--- src/mem_pkg.sv ---
// memory package: word port widths, byte lanes, header word offsets and header word view
package mem_pkg;

	// ----------------------------------------------------------------------
	// 16-bit external memory, word addressed
	// ----------------------------------------------------------------------

	localparam int mem_addr_w = 24;
	localparam int mem_data_w = 16;
	localparam int byte_w     = 8;

	// lane bit 1 is the high byte, lane bit 0 the low byte
	localparam int lane_w = 2;
	localparam logic [lane_w-1:0] lanes_both = 2'b11;
	// even cart address sits in the high byte
	localparam logic [lane_w-1:0] lanes_high = 2'b10;
	localparam logic [lane_w-1:0] lanes_low  = 2'b01;

	// cpu word address layout: pad, bank, offset inside an 8k bank
	localparam int cpu_addr_pad_w = 3;
	localparam int cpu_offset_w   = 12;

	// ----------------------------------------------------------------------
	// header words, byte address shifted right by one
	// ----------------------------------------------------------------------

	// 0x146/0x147, type in the low byte
	localparam logic [mem_addr_w-1:0] hdr_mbc_type_word = 24'h0000a3;
	// 0x148/0x149, rom size high, ram size low
	localparam logic [mem_addr_w-1:0] hdr_size_word     = 24'h0000a4;

	// one download word, plain or split into the two size codes
	typedef union packed {
		logic [mem_data_w-1:0] raw;
		struct packed {
			logic [byte_w-1:0] rom_size;
			logic [byte_w-1:0] ram_size;
		} sizes;
	} header_word_u;

endpackage

--- src/cart_pkg.sv ---
// cartridge package: MBC1 register map, header codes, bank widths and reset values
package cart_pkg;

	// ----------------------------------------------------------------------
	// cpu side of the cartridge slot
	// ----------------------------------------------------------------------

	localparam int cart_addr_w = 16;
	localparam int cart_data_w = 8;

	// address bits 15..13 pick the register or memory region
	localparam int region_w = 3;
	// address bits 15..14 pick fixed or switchable rom
	localparam int quad_w = 2;

	localparam logic [region_w-1:0] region_ram_enable = 3'd0;
	localparam logic [region_w-1:0] region_rom_bank   = 3'd1;
	localparam logic [region_w-1:0] region_ram_bank   = 3'd2;
	localparam logic [region_w-1:0] region_mode       = 3'd3;
	// 0xa000..0xbfff, external cart ram
	localparam logic [region_w-1:0] region_cart_ram   = 3'd5;

	localparam logic [quad_w-1:0] quad_rom_fixed  = 2'd0;
	localparam logic [quad_w-1:0] quad_rom_switch = 2'd1;

	// ----------------------------------------------------------------------
	// bank numbers, 8 KiB units in memory
	// ----------------------------------------------------------------------

	localparam int bank_w         = 9;
	localparam int rom_bank_w     = 7;
	localparam int rom_bank_reg_w = 5;
	localparam int ram_bank_w     = 2;

	// top bank bit set, cart ram lives above 2 MiB of rom
	localparam logic [bank_w-1:0] ram_bank_reg_base = 9'h100;

	// ram enable: low nibble must match
	localparam int ram_key_w = 4;
	localparam logic [ram_key_w-1:0] ram_enable_key = 4'ha;

	// register state after reset
	localparam logic [rom_bank_reg_w-1:0] rom_bank_reg_min   = 5'd1;
	localparam logic [rom_bank_reg_w-1:0] rom_bank_reg_reset = rom_bank_reg_min;
	localparam logic [ram_bank_w-1:0]     ram_bank_reg_reset = 2'd0;
	localparam logic                      mode_reset         = 1'b0;
	localparam logic                      ram_enable_reset   = 1'b0;

	// ----------------------------------------------------------------------
	// cartridge header codes
	// ----------------------------------------------------------------------

	localparam int hdr_code_w = 8;

	// mbc1, mbc1+ram, mbc1+ram+battery
	localparam logic [hdr_code_w-1:0] mbc_type_mbc1_first = 8'h01;
	localparam logic [hdr_code_w-1:0] mbc_type_mbc1_last  = 8'h03;

	// rom size codes 0..6 are powers of two
	localparam int rom_size_idx_w = 3;
	localparam logic [hdr_code_w-1:0] rom_size_last    = 8'h06;
	localparam logic [hdr_code_w-1:0] rom_size_code_52 = 8'h52;
	localparam logic [hdr_code_w-1:0] rom_size_code_53 = 8'h53;

	// 32k direct, then 64k up to 2M
	localparam logic [rom_bank_w-1:0] rom_mask_by_size [0:6] = '{
		7'h00, 7'h03, 7'h07, 7'h0f, 7'h1f, 7'h3f, 7'h7f
	};
	// 72 banks, 80 banks, everything else taken as 96 banks
	localparam logic [rom_bank_w-1:0] rom_mask_code_52 = 7'h47;
	localparam logic [rom_bank_w-1:0] rom_mask_code_53 = 7'h4f;
	localparam logic [rom_bank_w-1:0] rom_mask_default = 7'h5f;

	// ram size codes up to 8k use one bank
	localparam logic [hdr_code_w-1:0] ram_size_code_8k = 8'h02;
	localparam logic [ram_bank_w-1:0] ram_mask_single  = 2'b00;
	localparam logic [ram_bank_w-1:0] ram_mask_four    = 2'b11;

endpackage
--- src/cart_mapper_top.sv ---
// cartridge mapper top: header capture, mbc1 bank controller and memory request mux
module cart_mapper_top (
	input  logic                               clk4,
	input  logic                               reset,
	input  logic                               force_mbc1,

	// rom download
	input  logic                               dl_active,
	input  logic                               dl_write,
	input  logic [mem_pkg::mem_addr_w-1:0]     dl_addr,
	input  logic [mem_pkg::mem_data_w-1:0]     dl_data,

	// cpu cartridge slot
	input  logic [cart_pkg::cart_addr_w-1:0]   cart_addr,
	input  logic                               cart_rd,
	input  logic                               cart_wr,
	input  logic [cart_pkg::cart_data_w-1:0]   cart_wdata,
	output logic [cart_pkg::cart_data_w-1:0]   cart_rdata,

	// external memory
	output logic [mem_pkg::mem_addr_w-1:0]     mem_addr,
	output logic [mem_pkg::mem_data_w-1:0]     mem_wdata,
	output logic [mem_pkg::lane_w-1:0]         mem_lanes,
	output logic                               mem_we,
	output logic                               mem_oe,
	input  logic [mem_pkg::mem_data_w-1:0]     mem_rdata
);

	// header decode to bank controller
	logic [cart_pkg::rom_bank_w-1:0] rom_mask;
	logic [cart_pkg::ram_bank_w-1:0] ram_mask;
	logic                            mbc1_present;

	// bank controller to mux
	logic [cart_pkg::bank_w-1:0]     bank;
	logic                            cart_ram_wr;

	// ----------------------------------------------------------------------
	// header capture
	// ----------------------------------------------------------------------

	cart_header_capture cart_header_capture_i (
		.clk4         (clk4),
		.reset        (reset),
		.dl_active    (dl_active),
		.dl_write     (dl_write),
		.dl_addr      (dl_addr),
		.dl_data      (dl_data),
		.force_mbc1   (force_mbc1),
		.rom_mask     (rom_mask),
		.ram_mask     (ram_mask),
		.mbc1_present (mbc1_present)
	);

	// ----------------------------------------------------------------------
	// mbc1 registers and bank number
	// ----------------------------------------------------------------------

	mbc1_bank_ctrl mbc1_bank_ctrl_i (
		.clk4         (clk4),
		.reset        (reset),
		.cart_addr    (cart_addr),
		.cart_wr      (cart_wr),
		.cart_wdata   (cart_wdata),
		.rom_mask     (rom_mask),
		.ram_mask     (ram_mask),
		.mbc1_present (mbc1_present),
		.bank         (bank),
		.cart_ram_wr  (cart_ram_wr)
	);

	// ----------------------------------------------------------------------
	// memory port
	// ----------------------------------------------------------------------

	mem_request_mux mem_request_mux_i (
		.dl_active   (dl_active),
		.dl_write    (dl_write),
		.dl_addr     (dl_addr),
		.dl_data     (dl_data),
		.cart_addr   (cart_addr),
		.cart_rd     (cart_rd),
		.cart_wdata  (cart_wdata),
		.bank        (bank),
		.cart_ram_wr (cart_ram_wr),
		.mem_rdata   (mem_rdata),
		.mem_addr    (mem_addr),
		.mem_wdata   (mem_wdata),
		.mem_lanes   (mem_lanes),
		.mem_we      (mem_we),
		.mem_oe      (mem_oe),
		.cart_rdata  (cart_rdata)
	);

endmodule

--- src/mem_request_mux.sv ---
// memory request mux: download or cpu onto one word port, lanes and read byte select
module mem_request_mux (
	input  logic                               dl_active,
	input  logic                               dl_write,
	input  logic [mem_pkg::mem_addr_w-1:0]     dl_addr,
	input  logic [mem_pkg::mem_data_w-1:0]     dl_data,
	input  logic [cart_pkg::cart_addr_w-1:0]   cart_addr,
	input  logic                               cart_rd,
	input  logic [cart_pkg::cart_data_w-1:0]   cart_wdata,
	input  logic [cart_pkg::bank_w-1:0]        bank,
	input  logic                               cart_ram_wr,
	input  logic [mem_pkg::mem_data_w-1:0]     mem_rdata,
	output logic [mem_pkg::mem_addr_w-1:0]     mem_addr,
	output logic [mem_pkg::mem_data_w-1:0]     mem_wdata,
	output logic [mem_pkg::lane_w-1:0]         mem_lanes,
	output logic                               mem_we,
	output logic                               mem_oe,
	output logic [cart_pkg::cart_data_w-1:0]   cart_rdata
);

	// cpu side request
	logic [mem_pkg::mem_addr_w-1:0] cpu_addr;
	logic [mem_pkg::lane_w-1:0]     cpu_lanes;
	// odd cart byte sits in the low half
	logic                           odd_byte;

	assign odd_byte = cart_addr[0];

	// pad, bank, word offset inside the 8k bank
	assign cpu_addr = {{mem_pkg::cpu_addr_pad_w{1'b0}}, bank,
		cart_addr[mem_pkg::cpu_offset_w:1]};

	assign cpu_lanes = odd_byte ? mem_pkg::lanes_low : mem_pkg::lanes_high;

	// ----------------------------------------------------------------------
	// request select, download owns the port
	// ----------------------------------------------------------------------

	always_comb begin
		if (dl_active) begin
			mem_addr  = dl_addr;
			mem_wdata = dl_data;
			mem_lanes = mem_pkg::lanes_both;
			mem_we    = dl_write;
			mem_oe    = 1'b0;
		end else begin
			mem_addr  = cpu_addr;
			// same byte on both halves, lanes pick one
			mem_wdata = {cart_wdata, cart_wdata};
			mem_lanes = cpu_lanes;
			mem_we    = cart_ram_wr;
			mem_oe    = cart_rd;
		end
	end

	// ----------------------------------------------------------------------
	// read byte
	// ----------------------------------------------------------------------

	assign cart_rdata = odd_byte ? mem_rdata[mem_pkg::byte_w-1:0] :
		mem_rdata[mem_pkg::mem_data_w-1 -: mem_pkg::byte_w];

	// cpu read and cart ram write never overlap
	always_comb begin
		we_oe_exclusive: assert final (!(mem_we && mem_oe))
			else $error("mem_we and mem_oe both high");
	end

endmodule

--- src/mbc1_bank_ctrl.sv ---
// mbc1 bank controller: cpu-written bank registers, 8k bank number and ram write permission
module mbc1_bank_ctrl (
	input  logic                               clk4,
	input  logic                               reset,
	input  logic [cart_pkg::cart_addr_w-1:0]   cart_addr,
	input  logic                               cart_wr,
	input  logic [cart_pkg::cart_data_w-1:0]   cart_wdata,
	input  logic [cart_pkg::rom_bank_w-1:0]    rom_mask,
	input  logic [cart_pkg::ram_bank_w-1:0]    ram_mask,
	input  logic                               mbc1_present,
	output logic [cart_pkg::bank_w-1:0]        bank,
	output logic                               cart_ram_wr
);

	// bit 13 picks the 8k half of a 16k rom bank
	localparam int half_bit = cart_pkg::cart_addr_w - cart_pkg::region_w;

	logic [cart_pkg::region_w-1:0]       region;
	logic [cart_pkg::quad_w-1:0]         quad;

	// mbc1 registers
	logic                                ram_enable;
	logic                                mode;
	logic [cart_pkg::rom_bank_reg_w-1:0] rom_bank_reg;
	logic [cart_pkg::ram_bank_w-1:0]     ram_bank_reg;

	// effective banks after mode and mask
	logic [cart_pkg::ram_bank_w-1:0]     rom_upper;
	logic [cart_pkg::rom_bank_w-1:0]     rom_bank_eff;
	logic [cart_pkg::ram_bank_w-1:0]     ram_bank_eff;

	logic [cart_pkg::bank_w-1:0]         mbc1_bank;
	logic [cart_pkg::bank_w-1:0]         linear_bank;

	assign region = cart_addr[cart_pkg::cart_addr_w-1 -: cart_pkg::region_w];
	assign quad   = cart_addr[cart_pkg::cart_addr_w-1 -: cart_pkg::quad_w];

	// ----------------------------------------------------------------------
	// register writes, cpu writes into rom space
	// ----------------------------------------------------------------------

	always_ff @(posedge clk4) begin
		if (reset) begin
			ram_enable   <= cart_pkg::ram_enable_reset;
			mode         <= cart_pkg::mode_reset;
			rom_bank_reg <= cart_pkg::rom_bank_reg_reset;
			ram_bank_reg <= cart_pkg::ram_bank_reg_reset;
		end else if (cart_wr) begin
			case (region)
				// 0x0000..0x1fff
				cart_pkg::region_ram_enable:
					ram_enable <= (cart_wdata[cart_pkg::ram_key_w-1:0] ==
						cart_pkg::ram_enable_key);
				// 0x2000..0x3fff, bank 0 not selectable here
				cart_pkg::region_rom_bank: begin
					if (cart_wdata[cart_pkg::rom_bank_reg_w-1:0] == '0)
						rom_bank_reg <= cart_pkg::rom_bank_reg_min;
					else
						rom_bank_reg <= cart_wdata[cart_pkg::rom_bank_reg_w-1:0];
				end
				// 0x4000..0x5fff, ram bank or rom bits 6..5
				cart_pkg::region_ram_bank:
					ram_bank_reg <= cart_wdata[cart_pkg::ram_bank_w-1:0];
				// 0x6000..0x7fff
				cart_pkg::region_mode:
					mode <= cart_wdata[0];
				default: begin
				end
			endcase
		end
	end

	// ----------------------------------------------------------------------
	// effective banks
	// ----------------------------------------------------------------------

	// mode 0: ram bank register drives upper rom bits
	assign rom_upper    = mode ? '0 : ram_bank_reg;
	assign rom_bank_eff = {rom_upper, rom_bank_reg} & rom_mask;

	// mode 1: four ram banks
	assign ram_bank_eff = (mode ? ram_bank_reg : '0) & ram_mask;

	// ----------------------------------------------------------------------
	// bank number
	// ----------------------------------------------------------------------

	always_comb begin
		mbc1_bank = '0;
		if (quad == cart_pkg::quad_rom_fixed) begin
			// 16k rom bank 0
			mbc1_bank = {{(cart_pkg::bank_w-1){1'b0}}, cart_addr[half_bit]};
		end else if (quad == cart_pkg::quad_rom_switch) begin
			// switchable 16k bank
			mbc1_bank = {1'b0, rom_bank_eff, cart_addr[half_bit]};
		end else if (region == cart_pkg::region_cart_ram) begin
			// 8k ram banks above rom
			mbc1_bank = cart_pkg::ram_bank_reg_base |
				{{(cart_pkg::bank_w-cart_pkg::ram_bank_w){1'b0}}, ram_bank_eff};
		end
	end

	// plain 32k cart, bits 14..13 straight through
	assign linear_bank = {{(cart_pkg::bank_w-2){1'b0}}, cart_addr[half_bit+1:half_bit]};

	assign bank = mbc1_present ? mbc1_bank : linear_bank;

	// ram writes need the enable key first
	assign cart_ram_wr = cart_wr && ram_enable && (region == cart_pkg::region_cart_ram);

	// ----------------------------------------------------------------------
	// checks
	// ----------------------------------------------------------------------

	// zero write rule keeps bank 0 out of the switchable window
	rom_bank_reg_nonzero: assert property (@(posedge clk4) disable iff (reset)
		rom_bank_reg != '0);

	// ram area bit only in the cart ram window
	ram_bit_only_in_ram_region: assert property (@(posedge clk4) disable iff (reset)
		bank[cart_pkg::bank_w-1] |-> (region == cart_pkg::region_cart_ram));

endmodule

--- src/cart_header_capture.sv ---
// cartridge header capture: snoops rom download, keeps type and size codes, decodes masks
module cart_header_capture (
	input  logic                               clk4,
	input  logic                               reset,
	input  logic                               dl_active,
	input  logic                               dl_write,
	input  logic [mem_pkg::mem_addr_w-1:0]     dl_addr,
	input  mem_pkg::header_word_u              dl_data,
	input  logic                               force_mbc1,
	output logic [cart_pkg::rom_bank_w-1:0]    rom_mask,
	output logic [cart_pkg::ram_bank_w-1:0]    ram_mask,
	output logic                               mbc1_present
);

	// header bytes as seen in the image
	logic [cart_pkg::hdr_code_w-1:0] mbc_type;
	logic [cart_pkg::hdr_code_w-1:0] rom_size;
	logic [cart_pkg::hdr_code_w-1:0] ram_size;
	// download write strobe
	logic                            hdr_wr;

	assign hdr_wr = dl_active && dl_write;

	// ----------------------------------------------------------------------
	// capture
	// ----------------------------------------------------------------------

	always_ff @(posedge clk4) begin
		if (reset) begin
			mbc_type <= '0;
			rom_size <= '0;
			ram_size <= '0;
		end else if (hdr_wr) begin
			// type byte is odd, so low half of the word
			if (dl_addr == mem_pkg::hdr_mbc_type_word)
				mbc_type <= dl_data.raw[mem_pkg::byte_w-1:0];
			if (dl_addr == mem_pkg::hdr_size_word) begin
				rom_size <= dl_data.sizes.rom_size;
				ram_size <= dl_data.sizes.ram_size;
			end
		end
	end

	// ----------------------------------------------------------------------
	// decode
	// ----------------------------------------------------------------------

	// rom mask keeps bank numbers inside the image, mirrors above it
	always_comb begin
		case (rom_size)
			cart_pkg::rom_size_code_52: rom_mask = cart_pkg::rom_mask_code_52;
			cart_pkg::rom_size_code_53: rom_mask = cart_pkg::rom_mask_code_53;
			default: begin
				if (rom_size <= cart_pkg::rom_size_last)
					rom_mask = cart_pkg::rom_mask_by_size[rom_size[cart_pkg::rom_size_idx_w-1:0]];
				else
					rom_mask = cart_pkg::rom_mask_default;
			end
		endcase
	end

	// no ram, 2k or 8k: single bank
	assign ram_mask = (ram_size <= cart_pkg::ram_size_code_8k) ?
		cart_pkg::ram_mask_single : cart_pkg::ram_mask_four;

	// header says mbc1, or forced from outside
	assign mbc1_present = ((mbc_type >= cart_pkg::mbc_type_mbc1_first) &&
		(mbc_type <= cart_pkg::mbc_type_mbc1_last)) || force_mbc1;

	// header only moves while an image is coming in
	hdr_stable_outside_dl: assert property (@(posedge clk4) disable iff (reset)
		!dl_active |=> $stable({mbc_type, rom_size, ram_size}));

endmodule

--- config.mk ---
export PLATFORM = sky130hd
export DESIGN_NAME = cart_mapper_top
export DESIGN_NICKNAME = d
export VERILOG_FILES = /design/src/mem_pkg.sv /design/src/cart_pkg.sv /design/src/cart_mapper_top.sv /design/src/mem_request_mux.sv /design/src/mbc1_bank_ctrl.sv /design/src/cart_header_capture.sv
export SDC_FILE = /design/constraint.sdc
export NUM_CORES = 1
export LEC_CHECK = 0
export ABC_AREA = 1
export BUFFER_PORTS_ARGS = -buffer_cell sky130_fd_sc_hd__buf_2
export CAP_MARGIN = 20
export CORE_ASPECT_RATIO = 1.75
export CORE_MARGIN = 2
export CORE_UTILIZATION = 47
export CTS_BUF_LIST = sky130_fd_sc_hd__clkbuf_4 sky130_fd_sc_hd__clkbuf_8 sky130_fd_sc_hd__clkbuf_16
export DETAILED_ROUTE_END_ITERATION = 10
export PLACE_DENSITY = 0.86
export SETUP_SLACK_MARGIN = 0.5
export SYNTH_ARGS = -nofsm -noshare
export SYNTH_HDL_FRONTEND = slang
export SYNTH_SLANG_ARGS = --single-unit
--- constraint.sdc ---
create_clock -name clk4 -period 2.7 [get_ports clk4]
set_clock_uncertainty 0.05 [all_clocks]
set_input_delay 0.81 -clock clk4 [delete_from_list [all_inputs] [get_ports clk4]]
set_output_delay 0.81 -clock clk4 [all_outputs]
set_load 0.005 [all_outputs]
==> qor.yml <==
synthesis:
  synth_cells: 421
  synthArstFlopShare_pct: 0
  syn_nets: 508
  ys.flop_type: "dfxtp_1"
  yosys.area_share.simple_pct: 47.7
  synthMuxAreaShare_pct: 0
  synth.avg_cell_area_um2: 5.47
  synth_compound_area_share_pct: 10.3
  yosys.area_share.xor_xnor_pct: 0
  netlist_area_um2: 2300
  synth_fa_ha_area_share_pct: 0
  synth_edf_count: 0
  ys_seq_area_share_pct: 28.7
  yosys_warnings: 0
  synth_top_family_by_area: "simple AND/OR/NAND/NOR gates"
  yosysUniqueCellTypes: 26
  synth_seq_cells: 33
layout:
  nNetsFinal: 668
  drive_gt1_share_pct: 43.5
  syn_to_final_growth_pct: 69.3
  diodes: 0
  reg.largest.list: "cart_header_capture_i.mbc_type: 8 flops, cart_header_capture_i.ram_size: 8 flops, cart_header_capture_i.rom_size: 8 flops"
  final_util_pct: 82.9
  fin_cells: 634
placed_design:
  dp_cells: 600
  gp_congestion: 0.824
  post-dp-hpwl_mm: 5.64
  port_buffers: 138
route:
  drt-met1-wl_mm: 3.54
  via_count: 3753
  drc_errors: 0
  routed_via_density: 5.92
  drtAntennaViolNets: 0
  drtIter0Drc: 365
  met2WireLength_mm: 5.97
  met3WireLength_mm: 1.41
  avgRoutedWirePerCell_um: 19.4
  topRoutingLayerUsed: "met4"
  first_pass_iters: 8
  wirelength_mm: 12.3
critical_path:
  worst_path_max_delay_cell: "nor2_4"
  cp_num_buf_inv: 3
  critPathMaxStageDelay_ns: 0.22
  reg2reg_to: "mbc1_bank_ctrl_i.rom_bank_reg[2]"
  crit_fanout: 4
  crit_path_end_kind: "output pin"
  crit_path_cell_trace: "buf_8, inv_6, nand2_4, nor2_4, nand2_2, nor2_1, nand3_1, o21ai_1, buf_2"
  crit-reg2reg-launch: "mbc1_bank_ctrl_i.rom_bank_reg[2]"
  reg2reg_setup_slack_ns: 1.89
  arrival_ns: 1.81
  cp_top_family: "simple AND/OR/NAND/NOR gates"
  reg2reg_depth: 2
  crit_start: "cart_addr[15]"
  path_class: "input port to output pin"
  worst_setup_path_start_kind: "input port"
  crit_required_ns: 1.84
timing:
  setup_viol: 0
  relSlewSlack_pct: 71.8
  worst_pin_slew_ns: 0.422
  grt_setup_unrepaired: "yes"
  timing.fmax_mhz: 374
  post-route-period-util_pct: 99.0
  tns_ns: 0
  final-max-slew-violation-count: 0
  hold_viol: 0
  min_period_ns: 2.67
  whs_ns: 0.443
die:
  die-area_um2: 5500
  rows: 33
  pin_count: 139
  initial_core_util_pct: 49.0
  die_w_um: 56.9
  core-area_um2: 4710
  die_y_um: 96.6
clocking:
  clk_pin_slew_ns: 0.07
  htree_levels: 2
  clock-sinks: 33
  numCtsBuffers: 5
  cts_tree: "built"
  clock_path_buffers: 2
  insertion_delay_ns: 0.29
  cts_hold_buf: 0
  root_buffer: "clkbuf_8"
power_and_ir_drop:
  ir_worst_vdd_mv: 0.439
  power_per_cell_area_nw_per_um2: 367
  p_leak_uw: 0.00216
  p_total_uw: 1430
grt:
  grt_start_max_net_pins: 33
  antenna_found_initial: 0
  grt_pass1_wl_mm: 15.7
  grt_overflow: 0
  grt_usage_pct: 35.9
  grt_pass1_vias: 3470
flow_run:
  drv_cap: 0
hold_path:
  min_from: "cart_header_capture_i.rom_size[3]"
  holdPathStages: 2
  hp-class: "register to register"
  hold_end: "cart_header_capture_i.rom_size[3]"
run_status:
  status: "completed"
cell usage in the layout (no fill, tap or decap), drive strengths merged:
master    netlist  final
clkbuf          4      7
a311oi          1      1
bufinv          0      1
a21oi           7      7
nand3          19     19
clkinvlp        0      1
dfxtp          33     33
a21boi          1      1
inv            57     58
buf            11    165
nand4           5      5
o211ai          1      1
o21ai          34     34
or2             1      1
nor2           88     89
nand2         154    155
a211oi          1      1
and2            1      1
nor3            2      2
cells by family after synthesis:
family,after synthesis
and+or+nand+nor,270
buffers and inverters,73
AOI/OAI and AO/OA,45
DFF,33
worst min-delay path: stages (launching register included):
cell	delay (ns)
dfxtp_1	0.31
nor2_1	0.09
nor2_1	0.05
where the power goes:
group	switching [µW]	total (µW)	internal [µW]
sequential	3.40	494	491
clock	203	503	300
combinational	236	435	200
what timing repair did:
action / 4_1_cts / 5_1_grt
gates cloned: 7 / 3
buffers inserted: 12 / 4
endpoints found under the setup margin: 52 / 54
pin swaps: 16 / 10
gates resized for setup: 104 / 49
cells in the mapped netlist, types with 2 or more instances:
cell type	n	share of area [%]
nand2_1	153	25
buf_2	4	0.87
buf_1	3	0.49
nor2_2	2	0.54
clkbuf_1	4	0.65
a21oi_1	7	1.5
dfxtp_1	33	29
buf_6	4	2.0
nand4_1	5	1.4
nand3_1	19	4.1
inv_1	56	9.1
nor2_1	84	14
o21ai_0	34	7.4
final cells by class:
class                      instances  area (µm²)
sequential                        33         663
inverter                          58         243
multi-input combinational        317        1660
timing repair buffer             166        1150
clock buffer                       6        82.6
tap                               52        65.1
clock inverter                     2        37.5
fill                             275         806
stage by stage:
step                setup slack [ns]  area, µm²
floorplan                      0.491       2340
global placement               0.146       3030
detailed placement             0.133       3030
CTS                            0.232       3670
global route                 -0.0224       3900
finish                        0.0280       3900
layer usage:
| layer | GRT usage, % | vias up |
|---|---|---|
| li1 | - | 1605 |
| met1 | 31.2 | 1642 |
| met2 | 67.2 | 374 |
| met3 | 8.69 | 132 |
| met4 | 25.6 | 0 |
| met5 | 0 | - |
worst max path at each step:
stage | endpoint | slack (ns) | cells after the start
global route | mem_addr[18] | -0.02 | 9
finish | mem_addr[18] | 0.03 | 9
global placement | mem_addr[18] | 0.15 | 9
detailed placement | mem_addr[18] | 0.13 | 9
floorplan | mem_addr[13] | 0.49 | 7
CTS | mem_addr[18] | 0.23 | 9
Note: power is estimated with default switching activity, not from simulation.
